**src/hw/dnc_read_pkg.sv**
```systemverilog
// Read-interface localparams, Wishbone and pipeline structs, register map
package dnc_read_pkg;

  ////////////////////
  // Sizes
  ////////////////////

  // Q16.16 signed element
  localparam int DATA_W = 32;
  localparam int MAX_R = 4;
  localparam int MAX_W = 16;
  localparam int IDX_R_W = 2;
  localparam int IDX_W_W = 4;
  // Size registers hold 1..MAX, one bit wider than the index
  localparam int SZ_R_W = $clog2(MAX_R + 1);
  localparam int SZ_W_W = $clog2(MAX_W + 1);
  // Keys plus strengths of the largest frame
  localparam int CNT_W = $clog2(MAX_R * (MAX_W + 1) + 1);
  localparam int ADR_W = 2;

  // Fixed-point constants
  localparam logic [DATA_W-1:0] ONE_Q = 32'h0001_0000;
  localparam logic [DATA_W-1:0] MAX_Q = 32'h7fff_ffff;

  ////////////////////
  // Register map
  ////////////////////

  localparam logic [ADR_W-1:0] REG_CTRL = 2'd0;
  localparam logic [ADR_W-1:0] REG_SIZE_R = 2'd1;
  localparam logic [ADR_W-1:0] REG_SIZE_W = 2'd2;
  localparam logic [ADR_W-1:0] REG_ELEM = 2'd3;

  ////////////////////
  // Bus and stream types
  ////////////////////

  typedef struct packed {
    logic              cyc;
    logic              stb;
    logic              we;
    logic [ADR_W-1:0]  adr;
    logic [DATA_W-1:0] dat;
  } wb_m2s_t;

  typedef struct packed {
    logic              ack;
    logic [DATA_W-1:0] dat;
  } wb_s2m_t;

  // Element plus the frame geometry latched at start
  typedef struct packed {
    logic              valid;
    logic [DATA_W-1:0] data;
    logic [SZ_R_W-1:0] size_r;
    logic [SZ_W_W-1:0] size_w;
  } elem_t;

  typedef enum logic {
    FIELD_KEY,
    FIELD_STRENGTH
  } field_t;

  typedef struct packed {
    logic               valid;
    field_t             field;
    logic [IDX_R_W-1:0] i;
    logic [IDX_W_W-1:0] k;
    logic               row_last;
    logic               frame_last;
    logic [DATA_W-1:0]  data;
  } tagged_t;

  typedef struct packed {
    logic               valid;
    logic [IDX_R_W-1:0] i;
    logic [IDX_W_W-1:0] k;
    logic               row_last;
    logic               frame_last;
    logic [DATA_W-1:0]  data;
  } key_out_t;

  typedef struct packed {
    logic               valid;
    logic [IDX_R_W-1:0] i;
    logic               frame_last;
    logic [DATA_W-1:0]  data;
  } str_out_t;

endpackage
```
**src/hw/dnc_read_interface.sv**
```systemverilog
// Read-interface top level chaining register front end, splitter and read stages
module dnc_read_interface (
  input  logic                   CLK,
  input  logic                   RST,
  input  dnc_read_pkg::wb_m2s_t  wb_in,
  output dnc_read_pkg::wb_s2m_t  wb_out,
  output dnc_read_pkg::key_out_t key_out,
  output dnc_read_pkg::str_out_t str_out,
  output logic                   done
);
  import dnc_read_pkg::*;

  ////////////////////
  // Stage links
  ////////////////////

  elem_t   elem;
  tagged_t tagged_elem;
  logic    frame_done;

  // Last strength out ends the frame
  assign frame_done = str_out.valid & str_out.frame_last;

  // Host registers and element push
  dnc_wb_regs u_regs (
    .CLK        (CLK),
    .RST        (RST),
    .wb_in      (wb_in),
    .wb_out     (wb_out),
    .frame_done (frame_done),
    .elem       (elem),
    .done       (done)
  );

  // Field and index tagging
  dnc_interface_split u_split (
    .CLK         (CLK),
    .RST         (RST),
    .elem        (elem),
    .tagged_elem (tagged_elem)
  );

  // Both read stages see the same tagged stream
  dnc_read_keys u_keys (
    .CLK         (CLK),
    .RST         (RST),
    .tagged_elem (tagged_elem),
    .key_out     (key_out)
  );

  dnc_read_strengths u_strengths (
    .CLK         (CLK),
    .RST         (RST),
    .tagged_elem (tagged_elem),
    .str_out     (str_out)
  );

endmodule

```
**src/hw/dnc_read_strengths.sv**
```systemverilog
// Read-strength stage with saturating rectified oneplus and frame-end mark
module dnc_read_strengths (
  input  logic                   CLK,
  input  logic                   RST,
  input  dnc_read_pkg::tagged_t  tagged_elem,
  output dnc_read_pkg::str_out_t str_out
);
  import dnc_read_pkg::*;

  // Strength select
  logic               is_str;

  // Oneplus datapath
  logic [DATA_W-1:0]  rect;
  logic [DATA_W-1:0]  sum;
  logic [DATA_W-1:0]  result;

  // Output registers
  logic               valid_q;
  logic [IDX_R_W-1:0] i_q;
  logic               frame_last_q;
  logic [DATA_W-1:0]  data_q;

  assign is_str = tagged_elem.valid && (tagged_elem.field == FIELD_STRENGTH);

  ////////////////////
  // Rectified oneplus
  ////////////////////

  // max(x,0) decided by the sign bit
  assign rect = tagged_elem.data[DATA_W-1] ? '0 : tagged_elem.data;
  // Non-negative plus 1.0 stays below 2^32 so overflow only reaches bit 31
  assign sum = rect + ONE_Q;
  assign result = sum[DATA_W-1] ? MAX_Q : sum;

  always_ff @(posedge CLK or posedge RST) begin
    if (RST) begin
      valid_q <= 1'b0;
    end else begin
      valid_q <= is_str;
    end
  end

  always_ff @(posedge CLK) begin
    if (is_str) begin
      data_q <= result;
      i_q <= tagged_elem.i;
      // Last head closes the frame
      frame_last_q <= tagged_elem.frame_last;
    end
  end

  assign str_out = '{
    valid:      valid_q,
    i:          i_q,
    frame_last: frame_last_q,
    data:       data_q
  };

  // Strengths are at least 1.0 after the stage
  a_min_one: assert property (@(posedge CLK) disable iff (RST)
    valid_q |-> ($signed(data_q) >= $signed(ONE_Q)));

endmodule

```
**src/hw/dnc_read_keys.sv**
```systemverilog
// Read-key stage forwarding keys with position, row-end and frame-end marks
module dnc_read_keys (
  input  logic                   CLK,
  input  logic                   RST,
  input  dnc_read_pkg::tagged_t  tagged_elem,
  output dnc_read_pkg::key_out_t key_out
);
  import dnc_read_pkg::*;

  // Key select
  logic               is_key;

  // Output registers
  logic               valid_q;
  logic [IDX_R_W-1:0] i_q;
  logic [IDX_W_W-1:0] k_q;
  logic               row_last_q;
  logic               frame_last_q;
  logic [DATA_W-1:0]  data_q;

  // Only key elements pass here
  assign is_key = tagged_elem.valid && (tagged_elem.field == FIELD_KEY);

  ////////////////////
  // Valid
  ////////////////////

  // k(t;i;k) = k^(t;i;k) with one clock per key
  always_ff @(posedge CLK or posedge RST) begin
    if (RST) begin
      valid_q <= 1'b0;
    end else begin
      // Low in every cycle without a key
      valid_q <= is_key;
    end
  end

  ////////////////////
  // Key and position
  ////////////////////

  always_ff @(posedge CLK) begin
    if (is_key) begin
      data_q <= tagged_elem.data;
      i_q <= tagged_elem.i;
      k_q <= tagged_elem.k;
      // Per-head enable closing one i row
      row_last_q <= tagged_elem.row_last;
      // Last key of the frame only
      frame_last_q <= tagged_elem.frame_last;
    end
  end

  assign key_out = '{
    valid:      valid_q,
    i:          i_q,
    k:          k_q,
    row_last:   row_last_q,
    frame_last: frame_last_q,
    data:       data_q
  };

  // Frame end only where a row also ends
  a_frame_row: assert property (@(posedge CLK) disable iff (RST)
    (valid_q && frame_last_q) |-> row_last_q);

endmodule

```
**src/hw/dnc_interface_split.sv**
```systemverilog
// Element splitter tagging each element as read key (i,k) or read strength (i)
module dnc_interface_split (
  input  logic                  CLK,
  input  logic                  RST,
  input  dnc_read_pkg::elem_t   elem,
  output dnc_read_pkg::tagged_t tagged_elem
);
  import dnc_read_pkg::*;

  // Position in the frame
  logic [IDX_R_W-1:0] i_q;
  logic [IDX_W_W-1:0] k_q;
  field_t             phase_q;

  // Position decode against the carried geometry
  logic               k_last;
  logic               i_last;

  // Registered output
  logic               valid_q;
  field_t             field_q;
  logic [IDX_R_W-1:0] i_out_q;
  logic [IDX_W_W-1:0] k_out_q;
  logic               row_last_q;
  logic               frame_last_q;
  logic [DATA_W-1:0]  data_q;

  assign k_last = (SZ_W_W'(k_q) == elem.size_w - SZ_W_W'(1));
  assign i_last = (SZ_R_W'(i_q) == elem.size_r - SZ_R_W'(1));

  ////////////////////
  // Frame counters
  ////////////////////

  always_ff @(posedge CLK or posedge RST) begin
    if (RST) begin
      i_q <= '0;
      k_q <= '0;
      phase_q <= FIELD_KEY;
      valid_q <= 1'b0;
    end else begin
      valid_q <= elem.valid;
      if (elem.valid) begin
        if (phase_q == FIELD_KEY) begin
          // Inner k loop inside the outer i loop
          if (k_last) begin
            k_q <= '0;
            if (i_last) begin
              i_q <= '0;
              phase_q <= FIELD_STRENGTH;
            end else begin
              i_q <= i_q + 1'b1;
            end
          end else begin
            k_q <= k_q + 1'b1;
          end
        end else begin
          // One strength per head before the keys return
          if (i_last) begin
            i_q <= '0;
            phase_q <= FIELD_KEY;
          end else begin
            i_q <= i_q + 1'b1;
          end
        end
      end
    end
  end

  ////////////////////
  // Tag payload
  ////////////////////

  always_ff @(posedge CLK) begin
    if (elem.valid) begin
      field_q <= phase_q;
      i_out_q <= i_q;
      data_q <= elem.data;
      if (phase_q == FIELD_KEY) begin
        k_out_q <= k_q;
        row_last_q <= k_last;
        frame_last_q <= k_last && i_last;
      end else begin
        // Strength is a row of its own
        k_out_q <= '0;
        row_last_q <= 1'b1;
        frame_last_q <= i_last;
      end
    end
  end

  assign tagged_elem = '{valid: valid_q, field: field_q, i: i_out_q, k: k_out_q,
                         row_last: row_last_q, frame_last: frame_last_q, data: data_q};

  // Word index stays inside the geometry the register block latched
  a_k_range: assert property (@(posedge CLK) disable iff (RST)
    elem.valid |-> (SZ_W_W'(k_q) < elem.size_w));

endmodule

```
**src/hw/dnc_wb_regs.sv**
```systemverilog
// Wishbone classic slave with control, size and status registers and element push
module dnc_wb_regs (
  input  logic                  CLK,
  input  logic                  RST,
  input  dnc_read_pkg::wb_m2s_t wb_in,
  output dnc_read_pkg::wb_s2m_t wb_out,
  input  logic                  frame_done,
  output dnc_read_pkg::elem_t   elem,
  output logic                  done
);
  import dnc_read_pkg::*;

  // Bus handshake
  logic              ack_q;
  logic              access;
  logic              wr;
  logic [DATA_W-1:0] rd_dat_q;

  // Frame state
  logic              busy_q;
  logic              done_q;
  logic [SZ_R_W-1:0] size_r_q;
  logic [SZ_W_W-1:0] size_w_q;
  logic [CNT_W-1:0]  count_q;
  logic [CNT_W-1:0]  frame_len;
  logic              push;
  logic              elem_valid_q;
  logic [DATA_W-1:0] elem_data_q;

  // Size 0 becomes 1, anything above the maximum is held at the maximum
  function automatic logic [SZ_R_W-1:0] clamp_r(input logic [DATA_W-1:0] v);
    if (v == '0) return SZ_R_W'(1);
    if (v > MAX_R) return SZ_R_W'(MAX_R);
    return v[SZ_R_W-1:0];
  endfunction

  function automatic logic [SZ_W_W-1:0] clamp_w(input logic [DATA_W-1:0] v);
    if (v == '0) return SZ_W_W'(1);
    if (v > MAX_W) return SZ_W_W'(MAX_W);
    return v[SZ_W_W-1:0];
  endfunction

  // New access seen, ack goes out on the next edge
  assign access = wb_in.cyc & wb_in.stb & ~ack_q;
  assign wr = access & wb_in.we;

  // Keys plus one strength per head
  assign frame_len = size_r_q * (size_w_q + 1'b1);

  // Elements only inside a started frame, surplus ones dropped
  assign push = wr && (wb_in.adr == REG_ELEM) && busy_q && (count_q != frame_len);

  ////////////////////
  // Control state
  ////////////////////

  always_ff @(posedge CLK or posedge RST) begin
    if (RST) begin
      ack_q <= 1'b0;
      busy_q <= 1'b0;
      done_q <= 1'b0;
      size_r_q <= SZ_R_W'(1);
      size_w_q <= SZ_W_W'(1);
      count_q <= '0;
      elem_valid_q <= 1'b0;
    end else begin
      ack_q <= access;
      elem_valid_q <= push;
      if (push) count_q <= count_q + 1'b1;
      // Last strength left the pipeline
      if (frame_done) begin
        busy_q <= 1'b0;
        done_q <= 1'b1;
      end
      if (wr) begin
        case (wb_in.adr)
          REG_CTRL: begin
            // Start wins over a frame_done on the same edge
            if (wb_in.dat[0]) begin
              busy_q <= 1'b1;
              done_q <= 1'b0;
              count_q <= '0;
            end
          end
          REG_SIZE_R: if (!busy_q) size_r_q <= clamp_r(wb_in.dat);
          REG_SIZE_W: if (!busy_q) size_w_q <= clamp_w(wb_in.dat);
          default: ;
        endcase
      end
    end
  end

  ////////////////////
  // Read data and element payload
  ////////////////////

  always_ff @(posedge CLK) begin
    if (access && !wb_in.we) begin
      case (wb_in.adr)
        REG_CTRL:   rd_dat_q <= {{(DATA_W-2){1'b0}}, done_q, busy_q};
        REG_SIZE_R: rd_dat_q <= DATA_W'(size_r_q);
        REG_SIZE_W: rd_dat_q <= DATA_W'(size_w_q);
        default:    rd_dat_q <= DATA_W'(count_q);
      endcase
    end
    if (push) elem_data_q <= wb_in.dat;
  end

  // Sizes cannot change while busy, so they travel as latched
  assign elem = '{valid: elem_valid_q, data: elem_data_q, size_r: size_r_q, size_w: size_w_q};
  assign wb_out = '{ack: ack_q, dat: rd_dat_q};
  assign done = done_q;

  // One ack per access
  a_ack_single: assert property (@(posedge CLK) disable iff (RST) ack_q |=> !ack_q);
  // Nothing leaves outside a frame
  a_elem_busy: assert property (@(posedge CLK) disable iff (RST) elem_valid_q |-> busy_q);

endmodule

```
**config.mk**
```make
export PLATFORM = sky130hd
export DESIGN_NAME = dnc_read_interface
export DESIGN_NICKNAME = d
export VERILOG_FILES = /design/src/hw/dnc_read_pkg.sv /design/src/hw/dnc_read_interface.sv /design/src/hw/dnc_read_strengths.sv /design/src/hw/dnc_read_keys.sv /design/src/hw/dnc_interface_split.sv /design/src/hw/dnc_wb_regs.sv
export SDC_FILE = /design/constraint.sdc
export NUM_CORES = 1
export LEC_CHECK = 0
export ABC_AREA = 1
export BUFFER_PORTS_ARGS = -buffer_cell sky130_fd_sc_hd__clkbuf_2
export CAP_MARGIN = 0
export CORE_MARGIN = 3
export CORE_UTILIZATION = 45
export DETAILED_ROUTE_END_ITERATION = 7
export PLACE_DENSITY = 0.71
export REMOVE_ABC_BUFFERS = 1
export SKIP_CTS_REPAIR_TIMING = 1
export SLEW_MARGIN = 20
export SYNTH_ARGS = -nofsm -noshare
export SYNTH_HDL_FRONTEND = slang
export SYNTH_SLANG_ARGS = --single-unit
```
**constraint.sdc**
```tcl
create_clock -name CLK -period 3.5 [get_ports CLK]
set_input_delay 0.175 -clock CLK [delete_from_list [all_inputs] [get_ports CLK]]
set_output_delay 0.175 -clock CLK [all_outputs]
set_load 0.005 [all_outputs]
```
# Word-level counts from Yosys, hierarchy flattened
# Cells that the tools add are included.
[word_totals]
reg_bits = 209
in_bits = 39
output_inout_bits = 111
elab_cells = 116
[classes]
add_sub_neg = 7
mul = 1
n_lt_le_gt_ge = 2
eq_ne = 6
n_mux = 47
n_bitwise = 8
n_reduce_logical = 15
[op_table]
columns = ["op", "count"]
rows = [
  ["32-bit by 17-bit adder with 32-bit output (second input constant)", 1],
  ["32-bit by 3-bit greater-than comparator with 1-bit output (second input constant)", 1],
  ["32-bit by 5-bit greater-than comparator with 1-bit output (second input constant)", 1],
  ["32-bit logical NOT", 1],
  ["31-bit two-way mux", 1],
  ["1-bit two-way mux", 29],
  ["7-bit two-way mux", 4],
  ["7-bit one-hot mux with 3 select lines", 1],
  ["5-bit two-way mux", 4],
  ["3-bit two-way mux", 4],
  ["7-bit by 1-bit adder with 7-bit output (second input constant)", 1],
  ["1-bit logical AND", 7],
  ["3-bit by 7-bit multiplier with 7-bit output", 1],
  ["7-bit inequality test", 1],
  ["5-bit by 1-bit adder with 6-bit output (second input constant)", 1],
  ["2-bit two-way mux", 3],
  ["3-bit AND reduction", 2],
  ["4-bit by 5-bit equality test with 1-bit output", 1],
  ["5-bit by 1-bit subtractor with 5-bit output (second input constant)", 1],
  ["4-bit by 1-bit adder with 4-bit output (second input constant)", 1],
  ["1-bit AND", 4],
  ["2-bit equality test (second input constant)", 2],
  ["4-bit two-way mux", 1],
  ["1-bit inverter", 4],
  ["other kinds (8)", 9],
]

# Logic depth before layout (Yosys ltp)
# Gate-level depths: netlist of run 1.
[logic_depth]
word_depth = 11
depth_mapped = 22

# Modules after synthesis
# A second synthesis of run 1 with hierarchy kept.
[hier_totals]
cells_unflattened = 737
area_unflattened_um2 = 8305.5
[modules_own_cells]
columns = ["module", "instances", "cells_per_inst", "area_each_um2", "seq_area_each_um2"]
rows = [
  ["dnc_wb_regs", 1, 336, 3189.3, 1649.1],
  ["dnc_read_strengths", 1, 210, 1946.9, 1046.0],
  ["dnc_interface_split", 1, 142, 1899.3, 1431.4],
  ["dnc_read_keys", 1, 47, 1262.5, 1226.2],
  ["dnc_read_interface", 1, 2, 7.5, 0.0],
]

# Least setup slack after synthesis of run 1
# Ideal clock, no wire load.
[synth_path]
path_kind = "flip-flop to flip-flop"
from = "reg u_regs.size_w_q[0]"
to = "reg u_regs.elem_data_q[0], enable pin"
arrival_time_ns = 3.227
required_time_ns = 3.127
setup_slack_ns = -0.100
stages_incl_launch_ff = 18
path_buffers = 0
period_less_slack_ns = 3.600
cell_sequence = "dfstp_2 inv_2 ha_1 nand2_1 inv_1 fa_1 ha_1 inv_1 fa_1 inv_1 nand3_1 nand2_1 nand3_1 nand2_1 nand2_2 nand3_4 nand2_4 inv_2"
[synth_between]
elab_chain_len = 4
[synth_lines]
columns = ["element", "line_no", "text"]
rows = [
  ["from (decl)", "dnc_wb_regs.sv:23", "logic [SZ_W_W-1:0] size_w_q;"],
  ["from (signal assigned)", "dnc_wb_regs.sv:86", "REG_SIZE_W: if (!busy_q) size_w_q <= clamp_w(wb_in.dat);"],
  ["5-bit by 1-bit adder with 6-bit output", "dnc_wb_regs.sv:48", "assign frame_len = size_r_q * (size_w_q + 1'b1);"],
  ["3-bit by 7-bit multiplier with 7-bit output", "dnc_wb_regs.sv:48", ""],
  ["7-bit inequality test", "dnc_wb_regs.sv:51", "assign push = wr && (wb_in.adr == REG_ELEM) && busy_q && (count_q != frame_len);"],
  ["1-bit logical AND", "dnc_wb_regs.sv:51", ""],
  ["net u_regs.push", "dnc_wb_regs.sv:26", "logic push;"],
  ["to (signal assigned)", "dnc_wb_regs.sv:106", "if (push) elem_data_q <= wb_in.dat;"],
  ["to (decl)", "dnc_wb_regs.sv:28", "logic [DATA_W-1:0] elem_data_q;"],
]
# The timed path passes the listed nets, and every way through them passes these cells.
# A chain may end at the register's enable or synchronous reset.

# Final worst setup path of run 1
[layout_path]
from = "reg u_regs.size_w_q[0]"
to = "reg u_regs.elem_data_q[17], enable pin"
# The elaborated chain is that of the path after synthesis.

==> results of run 1 <==
## Yosys cell counts, types with 6 or more instances
master and count:
sky130_fd_sc_hd__edfxtp_1 154, sky130_fd_sc_hd__nand2_1 126, sky130_fd_sc_hd__inv_1 78, sky130_fd_sc_hd__nor2_1 58, sky130_fd_sc_hd__nand3_1 45, sky130_fd_sc_hd__buf_4 33, sky130_fd_sc_hd__dfrtp_1 27, sky130_fd_sc_hd__o21ai_0 17
sky130_fd_sc_hd__a21oi_1 14, sky130_fd_sc_hd__ha_1 11, sky130_fd_sc_hd__nor3_1 11, sky130_fd_sc_hd__xor2_1 10, sky130_fd_sc_hd__nor2_2 9, sky130_fd_sc_hd__nand2_2 6
## through the flow
stage / TNS, ns / hold WS (ns) / cells / worst slack [ns] / area (um^2)
2_1_floorplan: -3.090 / 0.2516 / 657 / -0.09635 / 7754
3_3_place_gp: 0 / 0.2575 / 1018 / 0.06587 / 8782
3_5_place_dp: 0 / 0.2685 / 1018 / 0.001257 / 8782
4_1_cts: -0.3944 / -0.1857 / 1050 / -0.02023 / 9324
5_1_grt: -3.713 / 0.0008475 / 1087 / -0.1239 / 9787
6_report: 0 / 0.01243 / 1087 / 0.02868 / 9787
## metal layers
layer | vias up | global-route usage [%] | wire (um)
met4 | 0 | 4.119 | 109
met3 | 8 | 4.276 | 683
met1 | 2495 | 21.74 | 7308
met5 | - | 0 | 0
met2 | 123 | 26.67 | 7909
li1 | 2566 | - | -
## critical path, cell delays in order (launching register included)
cell and delay (ns):
sky130_fd_sc_hd__dfstp_2 0.59, sky130_fd_sc_hd__inv_2 0.07, sky130_fd_sc_hd__ha_4 0.23, sky130_fd_sc_hd__nand2_2 0.07
sky130_fd_sc_hd__inv_2 0.04, sky130_fd_sc_hd__fa_1 0.48, sky130_fd_sc_hd__ha_2 0.18, sky130_fd_sc_hd__inv_2 0.04
sky130_fd_sc_hd__fa_2 0.56, sky130_fd_sc_hd__xor2_1 0.18, sky130_fd_sc_hd__nand3_1 0.09, sky130_fd_sc_hd__nor2_1 0.10
sky130_fd_sc_hd__nand2_1 0.09, sky130_fd_sc_hd__nor2_4 0.13, sky130_fd_sc_hd__nand3_4 0.08, sky130_fd_sc_hd__nand2_4 0.09
sky130_fd_sc_hd__inv_6 0.06, sky130_fd_sc_hd__clkbuf_16 0.15
## cells by family (layout without fill, tap and decap cells)
| logic type | Yosys count | after routing | synth area share, % |
|---|---|---|---|
| DFF | 183 | 183 | 67.24 |
| buffers and inverters | 125 | 288 | 7.686 |
| xor gates and xnor gates | 15 | 15 | 1.650 |
| adders and majority gates | 16 | 16 | 2.987 |
| and+or+nand+nor | 283 | 283 | 16.61 |
| AOI/OAI and AO/OA | 51 | 51 | 3.772 |
| other | 1 | 26 | 0.04711 |
## cell usage in the layout (no fill, tap or decap), drive strengths merged
cell type      n
dfrtp         27
bufinv         1
a21oi         17
xnor2          5
nor3          13
nand4          6
a211o          1
clkinvlp       3
edfxtp       154
and3           1
clkinv         5
fa             5
nor4           1
o31ai          2
conb          26
o21ai         20
or2            4
nand3b         3
buf           18
clkbuf       145
o2111ai        2
and2           1
o22ai          5
nand2        133
ha            11
nand3         51
a22oi          2
nor2          70
dfstp          2
dlygate4sd3   31
inv           85
o221ai         1
o211ai         1
xor2          10
## flip-flops by register name, summed over array words and instances, names as in the netlist, 5 cells and up
name	count
u_regs.rd_dat_q	7
u_regs.elem_data_q	32
u_strengths.data_q	31
u_keys.data_q	32
u_split.data_q	32
u_regs.size_w_q	5
u_regs.count_q	7
## cell type report
cell class	instances	area [um^2]
Fill cell	1408	7510
Sequential cell	183	5354
Multi-Input combinational cell	391	2175
Timing Repair Buffer	173	1119
Clock buffer	21	440.4
Inverter	83	316.6
Tap cell	225	281.5
Clock inverter	11	101.3
## where the power goes
part	internal (uW)	switching (uW)
clock	981	775
combinational	200	287
sequential	2430	88.0
## path summary, 6_finish.rpt
check	from	end	slack (ns)	depth (start not counted)
max	u_regs.size_w_q[0]$_DFFE_PP1P_	u_regs.elem_data_q[17]$_DFFE_PN_	0.03	17
min	wb_in[36]	u_regs.ack_q$_DFF_PP0_	0.01	3
max reg2reg	u_regs.size_w_q[0]$_DFFE_PP1P_	u_regs.elem_data_q[17]$_DFFE_PN_	0.03	17
min reg2reg	u_regs.elem_data_q[21]$_DFFE_PN_	u_split.data_q[21]$_DFFE_PP_	0.41	0
max in group asynchronous	RST	u_regs.elem_valid_q$_DFF_PP0_	2.78	4
min in group asynchronous	RST	u_split.k_q[3]$_DFFE_PP0P_	0.38	4
==> impl_results.md, run 1 <==
* Primary FF master, synth: sky130_fd_sc_hd__edfxtp_1
* Clock transition at path regs at 0.07 ns
* CP Data Arrival Time at 3.65 ns
* Vias per cell at 4.776
* Routability congestion estimate from global placement at 0.8419
* Final Hold Viols at 0
* Slew HR at 64.03%
* Type of the most critical hold path: primary input to flop
* Die X-Extent at 139 um
* Maximum clock insertion buffer count at 2
* Fraction of the yosys area taken by sequential cells at 67.24%
* First-pass iteration count of the detailed router at 5
* Maximum number of pins on one net before global-route repair at 42
* Number of diodes added for antenna fixing at 0
* Path type of the worst setup path: flop to flop
* Endpoint kind of the worst setup timing path: flop
* Highest net fanout along the worst path at 6
* Synth-to-Final Area Change at 22.95%
* Number of antenna violations at the first check in global routing at 0
* HPWL after detailed placement at 11.32 mm
* Cell area after synthesis at 7960 um^2
* Setup repair after global routing missed its margin: yes
* Warnings, synthesis at 0
* Number of top-level design ports at 150
* Max-capacitance violation count at 0
* Total DRC errors in the routed layout at 0
* Min Tclk post-route at 3.471 ns
* Fin. max-slew vios at 0
* Outcome: finished, final reports clean
* Total wire length at 16.01 mm
* Post-route antenna net violation count at 0
* Site row count at 48
* Number of global-route vias before repair at 4849
* Worst path required time at 3.68 ns
* Global-route wire length before repair at 24.84 mm
* Sinks on the clock net at 183
* Share of async-settable or async-resettable flops after synthesis at 15.85%
* Share of cells above drive strength 1 at 26.45%
* Cell count after synthesis at 674
* Mean post-synth cell area at 11.81 um^2
* Cell types with the largest area share after synthesis: sky130_fd_sc_hd__edfxtp_1, sky130_fd_sc_hd__dfrtp_1, sky130_fd_sc_hd__nand2_1, sky130_fd_sc_hd__inv_1, sky130_fd_sc_hd__buf_4
* GR Overflow Total at 0
* Number of port buffers at 123
* Count of different cell masters after synthesis at 44
* Area share of the largest cell type after synthesis at 58.09%
* Final #Nets at 904
* Number of H-tree levels at 4
* Area of the core at 17300 um^2
* GRT Overall Usage at 16.24%
* Least-Margin Pin Slew at 0.5355 ns
* Overall die height at 139 um
* Max Clock Freq at 0.2881 GHz
* Buffer type at the clock tree root: sky130_fd_sc_hd__clkbuf_16
* Leakage component of the power at 0.004118 uW
* Final Total Pwr at 4763 uW
* Setup-violating endpoint count in the final report at 0
* End-of-flow core utilization at 56.58%
* Number of design-rule violations left by the first detailed-router iteration at 433
* Peak supply drop at 359.5 uV
* Vias post-DR at 5192
* TritonCTS clock tree: done
* Critical Path Start Type: flop
* Clock Skews at 0.02289 ns
* EDFF count, synth at 154
* Final period utilization at 99.18%
* Clock buffer count from CTS at 17
* Initial Util at 46.02%
* Library cell with the largest summed area after synthesis: sky130_fd_sc_hd__edfxtp_1
* Detailed-route wire length per cell at 14.73 um
* Clock Latency Late Sink at 0.43 ns
* Die Area at 19320 um^2
* Seq cells post-synth at 183
* PD cells at 486.6 nW/um^2
Power figures use the tool's default switching activity.
==> inputs of run 2 (changes only) <==
Settings changed: SETUP_SLACK_MARGIN set to 0.2, SLEW_MARGIN 20 to 5.
==> run 2 against run 1 <==
  * Total power hardly changed
  * Via count is 0.25% higher
  * Clock skew is 0.0081 ns lower
  * Sequential share of layout area is 0.10 points lower
  * Register-to-register slack hardly changed
  * Combinational power hardly changed
  * Die area stayed put
  * Clock power hardly changed
  * Critical endpoint unchanged
==> impl_results.md, run 2 (synthesized netlist as in run 1, its figures left out) <==
* Overall die height at 139 um
* Vias post-DR at 5205
* Total DRC errors in the routed layout at 0
* Setup-violating endpoint count in the final report at 0
* Max Clock Freq at 0.2883 GHz
* Initial Util at 46.02%
* Post-route cell area at 9806 um^2
* Leading cell type in the layout, fill and taps excluded: sky130_fd_sc_hd__edfxtp_1
* Global-route wire length before repair at 24.84 mm
* Critical Path Start Type: flop
* Commonest non-fill, non-tap cells in the layout: sky130_fd_sc_hd__edfxtp_1, sky130_fd_sc_hd__clkbuf_2, sky130_fd_sc_hd__nand2_1, sky130_fd_sc_hd__inv_1, sky130_fd_sc_hd__nor2_1
* Slew HR at 63.86%
* Site row count at 48
* Number of port buffers at 123
* HPWL after detailed placement at 11.32 mm
* Endpoint with the worst hold slack: u_regs.ack_q$_DFF_PP0_
* Path type of the worst setup path: flop to flop
* Logic pwr share at 10.3%
* Sequential cell area in the final layout at 5354 um^2
* Routability congestion estimate from global placement at 0.8419
* GRT Overall Usage at 16.24%
* Largest registers ranked by flip-flop count: u_keys.data_q (32), u_regs.elem_data_q (32), u_split.data_q (32)
* Clock transition at path regs at 0.07 ns
* Vias per cell at 4.788
* Fill count at 1404
* Die X-Extent at 139 um
* Most used cell along the critical path: sky130_fd_sc_hd__inv_2
* Worst path required time at 3.68 ns
* Clock Skews at 0.01476 ns
* Slowest cell on the critical path: sky130_fd_sc_hd__dfstp_2
* Final #Nets at 904
* GR Overflow Total at 0
* TritonCTS clock tree: done
* Die Area at 19320 um^2
* Sw Pwr at 1150 uW
* Leakage component of the power at 0.004115 uW
* Final Hold Viols at 0
* Fraction of power consumed by the clock network at 36.8%
* Worst Reg2Reg Path Length in Cells at 17
* Worst path cell trace: inv_2 -> ha_4 -> nand2_2 -> inv_2 -> fa_1 -> ha_2 -> inv_2 -> fa_2 -> xor2_1 -> nand3_1 -> nor2_1 -> nand2_1 -> nor2_4 -> nand3_4 -> nand2_4 -> inv_6 -> clkbuf_16
* Synth-to-Final Area Change at 23.18%
* Start point of the worst hold path: wb_in[36]
* Maximum clock insertion buffer count at 2
* Number of antenna violations at the first check in global routing at 0
* Worst hold path stage count at 3
* Outcome: finished, final reports clean
* Type of the most critical hold path: primary input to flop
* Post-route antenna net violation count at 0
* Non-filler instance count after layout at 1087
* Share of cells above drive strength 1 at 26.80%
* Int Power at 3613 uW
* Highest net fanout along the worst path at 6
* Max-capacitance violation count at 0
* CP Data Arrival Time at 3.65 ns
* Peak supply drop at 362.5 uV
* Final period utilization at 99.09%
* Switching fraction of total power at 24.14%
* First-pass iteration count of the detailed router at 5
* Setup slack of the worst register-to-register path at 0.03 ns
* Crit path largest cell delay at 0.59 ns
* Number of diodes added for antenna fixing at 0
* Min Tclk post-route at 3.468 ns
* Fin. max-slew vios at 0
* Reg-to-reg critical path startpoint: u_regs.size_w_q[0]$_DFFE_PP1P_
* Sinks on the clock net at 183
* Register share of total power at 52.9%
* Number of global-route vias before repair at 4849
* Placed Instances at 1018
* PD cells at 485.7 nW/um^2
* Area after DPL at 8782 um^2
* Hold_ws at 0.008916 ns
* Maximum number of pins on one net before global-route repair at 42
* Final Total Pwr at 4763 uW
* Total wire length at 16.06 mm
* Terminus of the critical flop-to-flop path: u_regs.elem_data_q[17]$_DFFE_PN_
* Area of the core at 17300 um^2
* Setup repair after global routing missed its margin: yes
* Sum of negative setup slack at 0 ns
* Least-Margin Pin Slew at 0.5379 ns
* Number of top-level design ports at 150
* Detailed-route wire length per cell at 14.77 um
* Number of H-tree levels at 4
* Clock Latency Late Sink at 0.43 ns
* Endpoint kind of the worst setup timing path: flop
* Buffer type at the clock tree root: sky130_fd_sc_hd__clkbuf_16
* Footprint of the multi-input gates at 2193 um^2
* Clock buffer count from CTS at 17
* Number of design-rule violations left by the first detailed-router iteration at 382
## run 2: changes by cell type in the layout (fill, tap and decap cells not counted)
cell,previous run,this run
sky130_fd_sc_hd__nand2_2,9,10
sky130_fd_sc_hd__ha_1,8,7
sky130_fd_sc_hd__ha_4,2,3
sky130_fd_sc_hd__a21oi_1,13,12
sky130_fd_sc_hd__a21oi_2,4,5
sky130_fd_sc_hd__nand2_1,123,122
## run 2: worst max-delay path, delay by kind of cell (launching register included)
| kind | cells | cell delay, ns |
|---|---|---|
| flip-flops | 1 | 0.59 |
| AND/OR/NAND/NOR | 7 | 0.65 |
| XOR/XNOR | 1 | 0.18 |
| adder cells (fa/ha/maj) | 4 | 1.45 |
| buffers and inverters | 5 | 0.36 |
## run 2: per-stage QoR
stage               util, %  setup WS [ns]
detailed placement    50.77       0.001257
global route          56.69        -0.1239
global placement      50.77        0.06587
CTS                   53.91       -0.02023
floorplan                 -       -0.09635
finish                56.69        0.03170
## run 2: layout make-up
class                   count  share of cell area, %
multi-input cells         391                  22.37
flip-flops and latches    183                  54.60
clock inverters            11                  1.034
inverters                  83                  3.228
clock buffers              21                  4.492
repair buffers            173                  11.41
well taps                 225                  2.871
## run 2: how the worst max path moves through the flow
stage / from / endpoint / slack, ns / depth (start not counted)
floorplan: u_regs.size_w_q[0]$_DFFE_PP1P_ / u_regs.elem_data_q[0]$_DFFE_PN_ / -0.1 / 17
global placement: u_regs.size_w_q[0]$_DFFE_PP1P_ / u_regs.elem_data_q[1]$_DFFE_PN_ / 0.07 / 17
detailed placement: u_regs.size_w_q[0]$_DFFE_PP1P_ / u_regs.elem_data_q[5]$_DFFE_PN_ / 0.001 / 17
CTS: u_regs.size_w_q[0]$_DFFE_PP1P_ / u_regs.elem_data_q[11]$_DFFE_PN_ / -0.02 / 17
global route: u_regs.size_w_q[0]$_DFFE_PP1P_ / u_regs.count_q[0]$_DFF_PP0_ / -0.12 / 19
finish: u_regs.size_w_q[0]$_DFFE_PP1P_ / u_regs.elem_data_q[17]$_DFFE_PN_ / 0.03 / 17
## run 2: metal layers
| layer | global-route usage, % | vias up | wire [um] |
|---|---|---|---|
| met1 | 21.74 | 2478 | 7174 |
| met2 | 26.67 | 143 | 7892 |
| met4 | 4.119 | 0 | 171 |
| li1 | - | 2568 | - |
| met5 | 0 | - | 0 |
| met3 | 4.276 | 16 | 821 |
## run 2: power groups by stage
stage	sequential (uW)	clock, uW	combinational, uW
after floorplan	2540	0	306
after global routing	2530	1900	556
after CTS	2520	1800	442
after global placement	2560	0	432
after detailed placement	2560	0	437
final	2520	1760	488
==> inputs of run 3 (changes only) <==
Settings changed: ABC_AREA 1 to not set, PLACE_DENSITY 0.71 to 0.72.
==> run 3 against run 2 <==
  * The run now ends with setup timing left
  * Worst hold slack better by 0.017 ns
  * Die area down 4.5%
  * Non-clock buffer count up 16
  * Worst setup slack worse by 0.13 ns
  * Total power down 2.1%
  * Highest routed layer unchanged
==> impl_results.md, run 3 <==
* Die Area at 18460 um^2
* Least-Margin Pin Slew at 1.385 ns
* Family with the most delay on the worst path: adder cells
* Reg-to-reg critical path startpoint: u_regs.size_w_q[0]$_DFFE_PP1P_
* Number of H-tree levels at 4
* Final #Nets at 763
* Slew HR at 6.399%
* TritonCTS clock tree: done
* Clock Latency Late Sink at 0.43 ns
* Vias post-DR at 4637
* Largest registers ranked by flip-flop count: u_keys.data_q (32), u_regs.elem_data_q (32), u_split.data_q (32)
* Mean post-synth cell area at 14.54 um^2
* Detailed-route wire length per cell at 16.49 um
* Seq cells post-synth at 183
* CP Data Arrival Time at 3.95 ns
* GRT Overall Usage at 15.79%
* Warnings, synthesis at 0
* Leading cell type in the layout, fill and taps excluded: sky130_fd_sc_hd__edfxtp_1
* Initial Util at 46.92%
* Die X-Extent at 135.9 um
* Leakage component of the power at 0.003858 uW
* Critical Path Start Type: flop
* Worst hold path stage count at 1
* Number of global-route vias before repair at 4382
* Buffer type at the clock tree root: sky130_fd_sc_hd__clkbuf_16
* Overall die height at 135.9 um
* Number of diodes added for antenna fixing at 0
* Cell types with the largest area share after synthesis: sky130_fd_sc_hd__edfxtp_1, sky130_fd_sc_hd__dfrtp_1, sky130_fd_sc_hd__buf_4, sky130_fd_sc_hd__o21ai_1, sky130_fd_sc_hd__xnor2_1
* Number of design-rule violations left by the first detailed-router iteration at 270
* Outcome: finished with violations
* Max Clock Freq at 0.2783 GHz
* Start point of the worst hold path: wb_in[1]
* PD cells at 481.3 nW/um^2
* Most used cell along the critical path: sky130_fd_sc_hd__buf_6
* Number of antenna violations at the first check in global routing at 0
* Final Hold Viols at 0
* Library cell with the largest summed area after synthesis: sky130_fd_sc_hd__edfxtp_1
* Number of buffer and inverter stages on the critical path at 4
* Area of the core at 16170 um^2
* Clock buffer count from CTS at 17
* EDFF count, synth at 154
* Commonest cells in the netlist: sky130_fd_sc_hd__edfxtp_1, sky130_fd_sc_hd__buf_4, sky130_fd_sc_hd__nand2_1
* Slowest cell on the critical path: sky130_fd_sc_hd__dfstp_2
* Total wire length at 15.45 mm
* Global-route wire length before repair at 22.39 mm
* Fin. max-slew vios at 0
* Violated checks: setup timing
* GR Overflow Total at 0
* Final period utilization at 102.7%
* Area share of the largest cell type after synthesis at 60.94%
* Primary FF master, synth: sky130_fd_sc_hd__edfxtp_1
* Final Total Pwr at 4662 uW
* Most frequent cell after synthesis: sky130_fd_sc_hd__edfxtp_1
* Clock Skews at 0.009943 ns
* Fill count at 1208
* Site row count at 46
* Endpoint with the worst hold slack: u_regs.elem_data_q[1]$_DFFE_PN_
* Maximum clock insertion buffer count at 2
* Synth-to-Final Area Change at 27.63%
* Fraction of the yosys area taken by sequential cells at 70.54%
* Worst Reg2Reg Path Length in Cells at 14
* Cell count after synthesis at 522
* Post-route worst setup slack at -0.09353 ns
* Path type of the worst setup path: flop to flop
* Routability congestion estimate from global placement at 0.8732
* HPWL after detailed placement at 10.50 mm
* Highest net fanout along the worst path at 5
* Setup-violating endpoint count in the final report at 38
* Crit path largest cell delay at 0.59 ns
* Non-filler instance count after layout at 937
* Type of the most critical hold path: primary input to flop
* Commonest non-fill, non-tap cells in the layout: sky130_fd_sc_hd__edfxtp_1, sky130_fd_sc_hd__clkbuf_2, sky130_fd_sc_hd__nand2_1, sky130_fd_sc_hd__o21ai_1, sky130_fd_sc_hd__dlygate4sd3_1
* Min Tclk post-route at 3.594 ns
* Cell area after synthesis at 7589 um^2
* Endpoint kind of the worst setup timing path: flop
* Placed Instances at 864
* Sinks on the clock net at 183
* Worst path required time at 3.85 ns
* Number of top-level design ports at 150
* Number of port buffers at 123
* Vias per cell at 4.949
* Max-capacitance violation count at 0
* Setup repair after global routing missed its margin: yes
* Terminus of the critical flop-to-flop path: u_regs.count_q[4]$_DFF_PP0_
* Share of async-settable or async-resettable flops after synthesis at 15.85%
* Peak supply drop at 329.6 uV
* Clock transition at path regs at 0.07 ns
* Share of cells above drive strength 1 at 32.04%
* Maximum number of pins on one net before global-route repair at 46
* Worst path cell trace: buf_6 -> nand3_4 -> xnor2_2 -> nand2_1 -> fa_1 -> fa_2 -> buf_6 -> xor2_2 -> xnor2_1 -> nor4_2 -> buf_4 -> buf_6 -> or4_4 -> a21oi_2
* Post-placement worst setup slack at -0.6260 ns
* Total DRC errors in the routed layout at 0
* Setup slack of the worst register-to-register path at -0.09 ns
* Post-route antenna net violation count at 0
* First-pass iteration count of the detailed router at 4
* Count of different cell masters after synthesis at 53
[run 3: changes by cell type after synthesis, moves of 7 or more]
| cell | delta |
|---|---|
| sky130_fd_sc_hd__nand2_1 | -92 |
| sky130_fd_sc_hd__inv_1 | -47 |
| sky130_fd_sc_hd__nor2_1 | -46 |
| sky130_fd_sc_hd__nand3_1 | -28 |
| sky130_fd_sc_hd__o21ai_1 | +26 |
| sky130_fd_sc_hd__o21ai_0 | -15 |
| sky130_fd_sc_hd__nor2b_1 | +13 |
| sky130_fd_sc_hd__xnor2_1 | +11 |
| sky130_fd_sc_hd__nor2_2 | -9 |
| sky130_fd_sc_hd__nand2b_1 | +7 |
| sky130_fd_sc_hd__nor4_1 | +7 |
[run 3: how the worst max path moves through the flow]
stage	startpoint	endpoint	cells after the start
finish	u_regs.size_w_q[0]$_DFFE_PP1P_	u_regs.count_q[4]$_DFF_PP0_	14
global route	u_regs.size_w_q[0]$_DFFE_PP1P_	u_regs.count_q[4]$_DFF_PP0_	15
CTS	u_regs.size_w_q[0]$_DFFE_PP1P_	u_regs.elem_data_q[28]$_DFFE_PN_	14
detailed placement	u_regs.size_w_q[0]$_DFFE_PP1P_	u_regs.elem_data_q[28]$_DFFE_PN_	14
global placement	u_regs.size_w_q[0]$_DFFE_PP1P_	u_regs.elem_data_q[26]$_DFFE_PN_	14
floorplan	u_regs.size_w_q[0]$_DFFE_PP1P_	u_regs.elem_data_q[0]$_DFFE_PN_	13
[run 3: layout make-up]
class	count	area, um^2	share of cell area [%]
clock buffer	17	425.4	4.392
multi-input combinational	284	2082	21.50
clock inverter	15	180.2	1.860
tap	216	270.3	2.790
inverter	33	123.9	1.279
sequential	183	5354	55.28
timing repair buffer	189	1250	12.91
[run 3: metrics by stage]
step           utilization (%)  cell area, um^2  TNS (ns)  hold slack, ns
6_report                 59.89             9686    -1.696         0.02639
3_5_place_dp             52.28             8456    -23.12          0.2635
3_3_place_gp             52.28             8456    -19.44          0.2554
2_1_floorplan                -             7357    -49.39          0.2516
5_1_grt                  59.89             9686    -5.428         0.02927
4_1_cts                  56.03             9061    -23.84         -0.1955
[run 3: power breakdown]
group	switching, uW	internal, uW	total, uW
registers	60.8	2400	2460
clock network	871	1030	1900
logic	157	149	306
total	1090	3570	4660
[run 3: per-layer routing]
| metal | GRT usage, % | up-vias | wire [um] |
|---|---|---|---|
| li1 | - | 2201 | - |
| met1 | 18.86 | 2267 | 6173 |
| met2 | 27.52 | 140 | 8083 |
| met3 | 4.330 | 29 | 835 |
| met4 | 5.711 | 0 | 361 |
| met5 | 0 | - | 0 |
[run 3: logic make-up (layout without fill, tap and decap cells)]
kind of cell / Yosys count / count (layout) / synth area share [%]
flip-flops: 183 / 183 / 70.54
multiplexers: 10 / 10 / 1.682
AND/OR/NAND/NOR: 138 / 139 / 10.09
adder cells (fa/ha/maj): 16 / 16 / 3.133
buffers and inverters: 81 / 254 / 5.919
XOR/XNOR: 32 / 32 / 3.875
AO/OA/AOI/OAI: 61 / 61 / 4.716
other: 1 / 26 / 0.04942
[run 3: worst register-to-register path: cells and delay by family, from the launching register on]
kind	cells	cell delay [ns]
compound gates	1	0.14
xor+xnor	3	0.55
fa+ha+maj	2	1.01
buf+inv	4	0.56
flops	1	0.59
simple gates	4	0.66
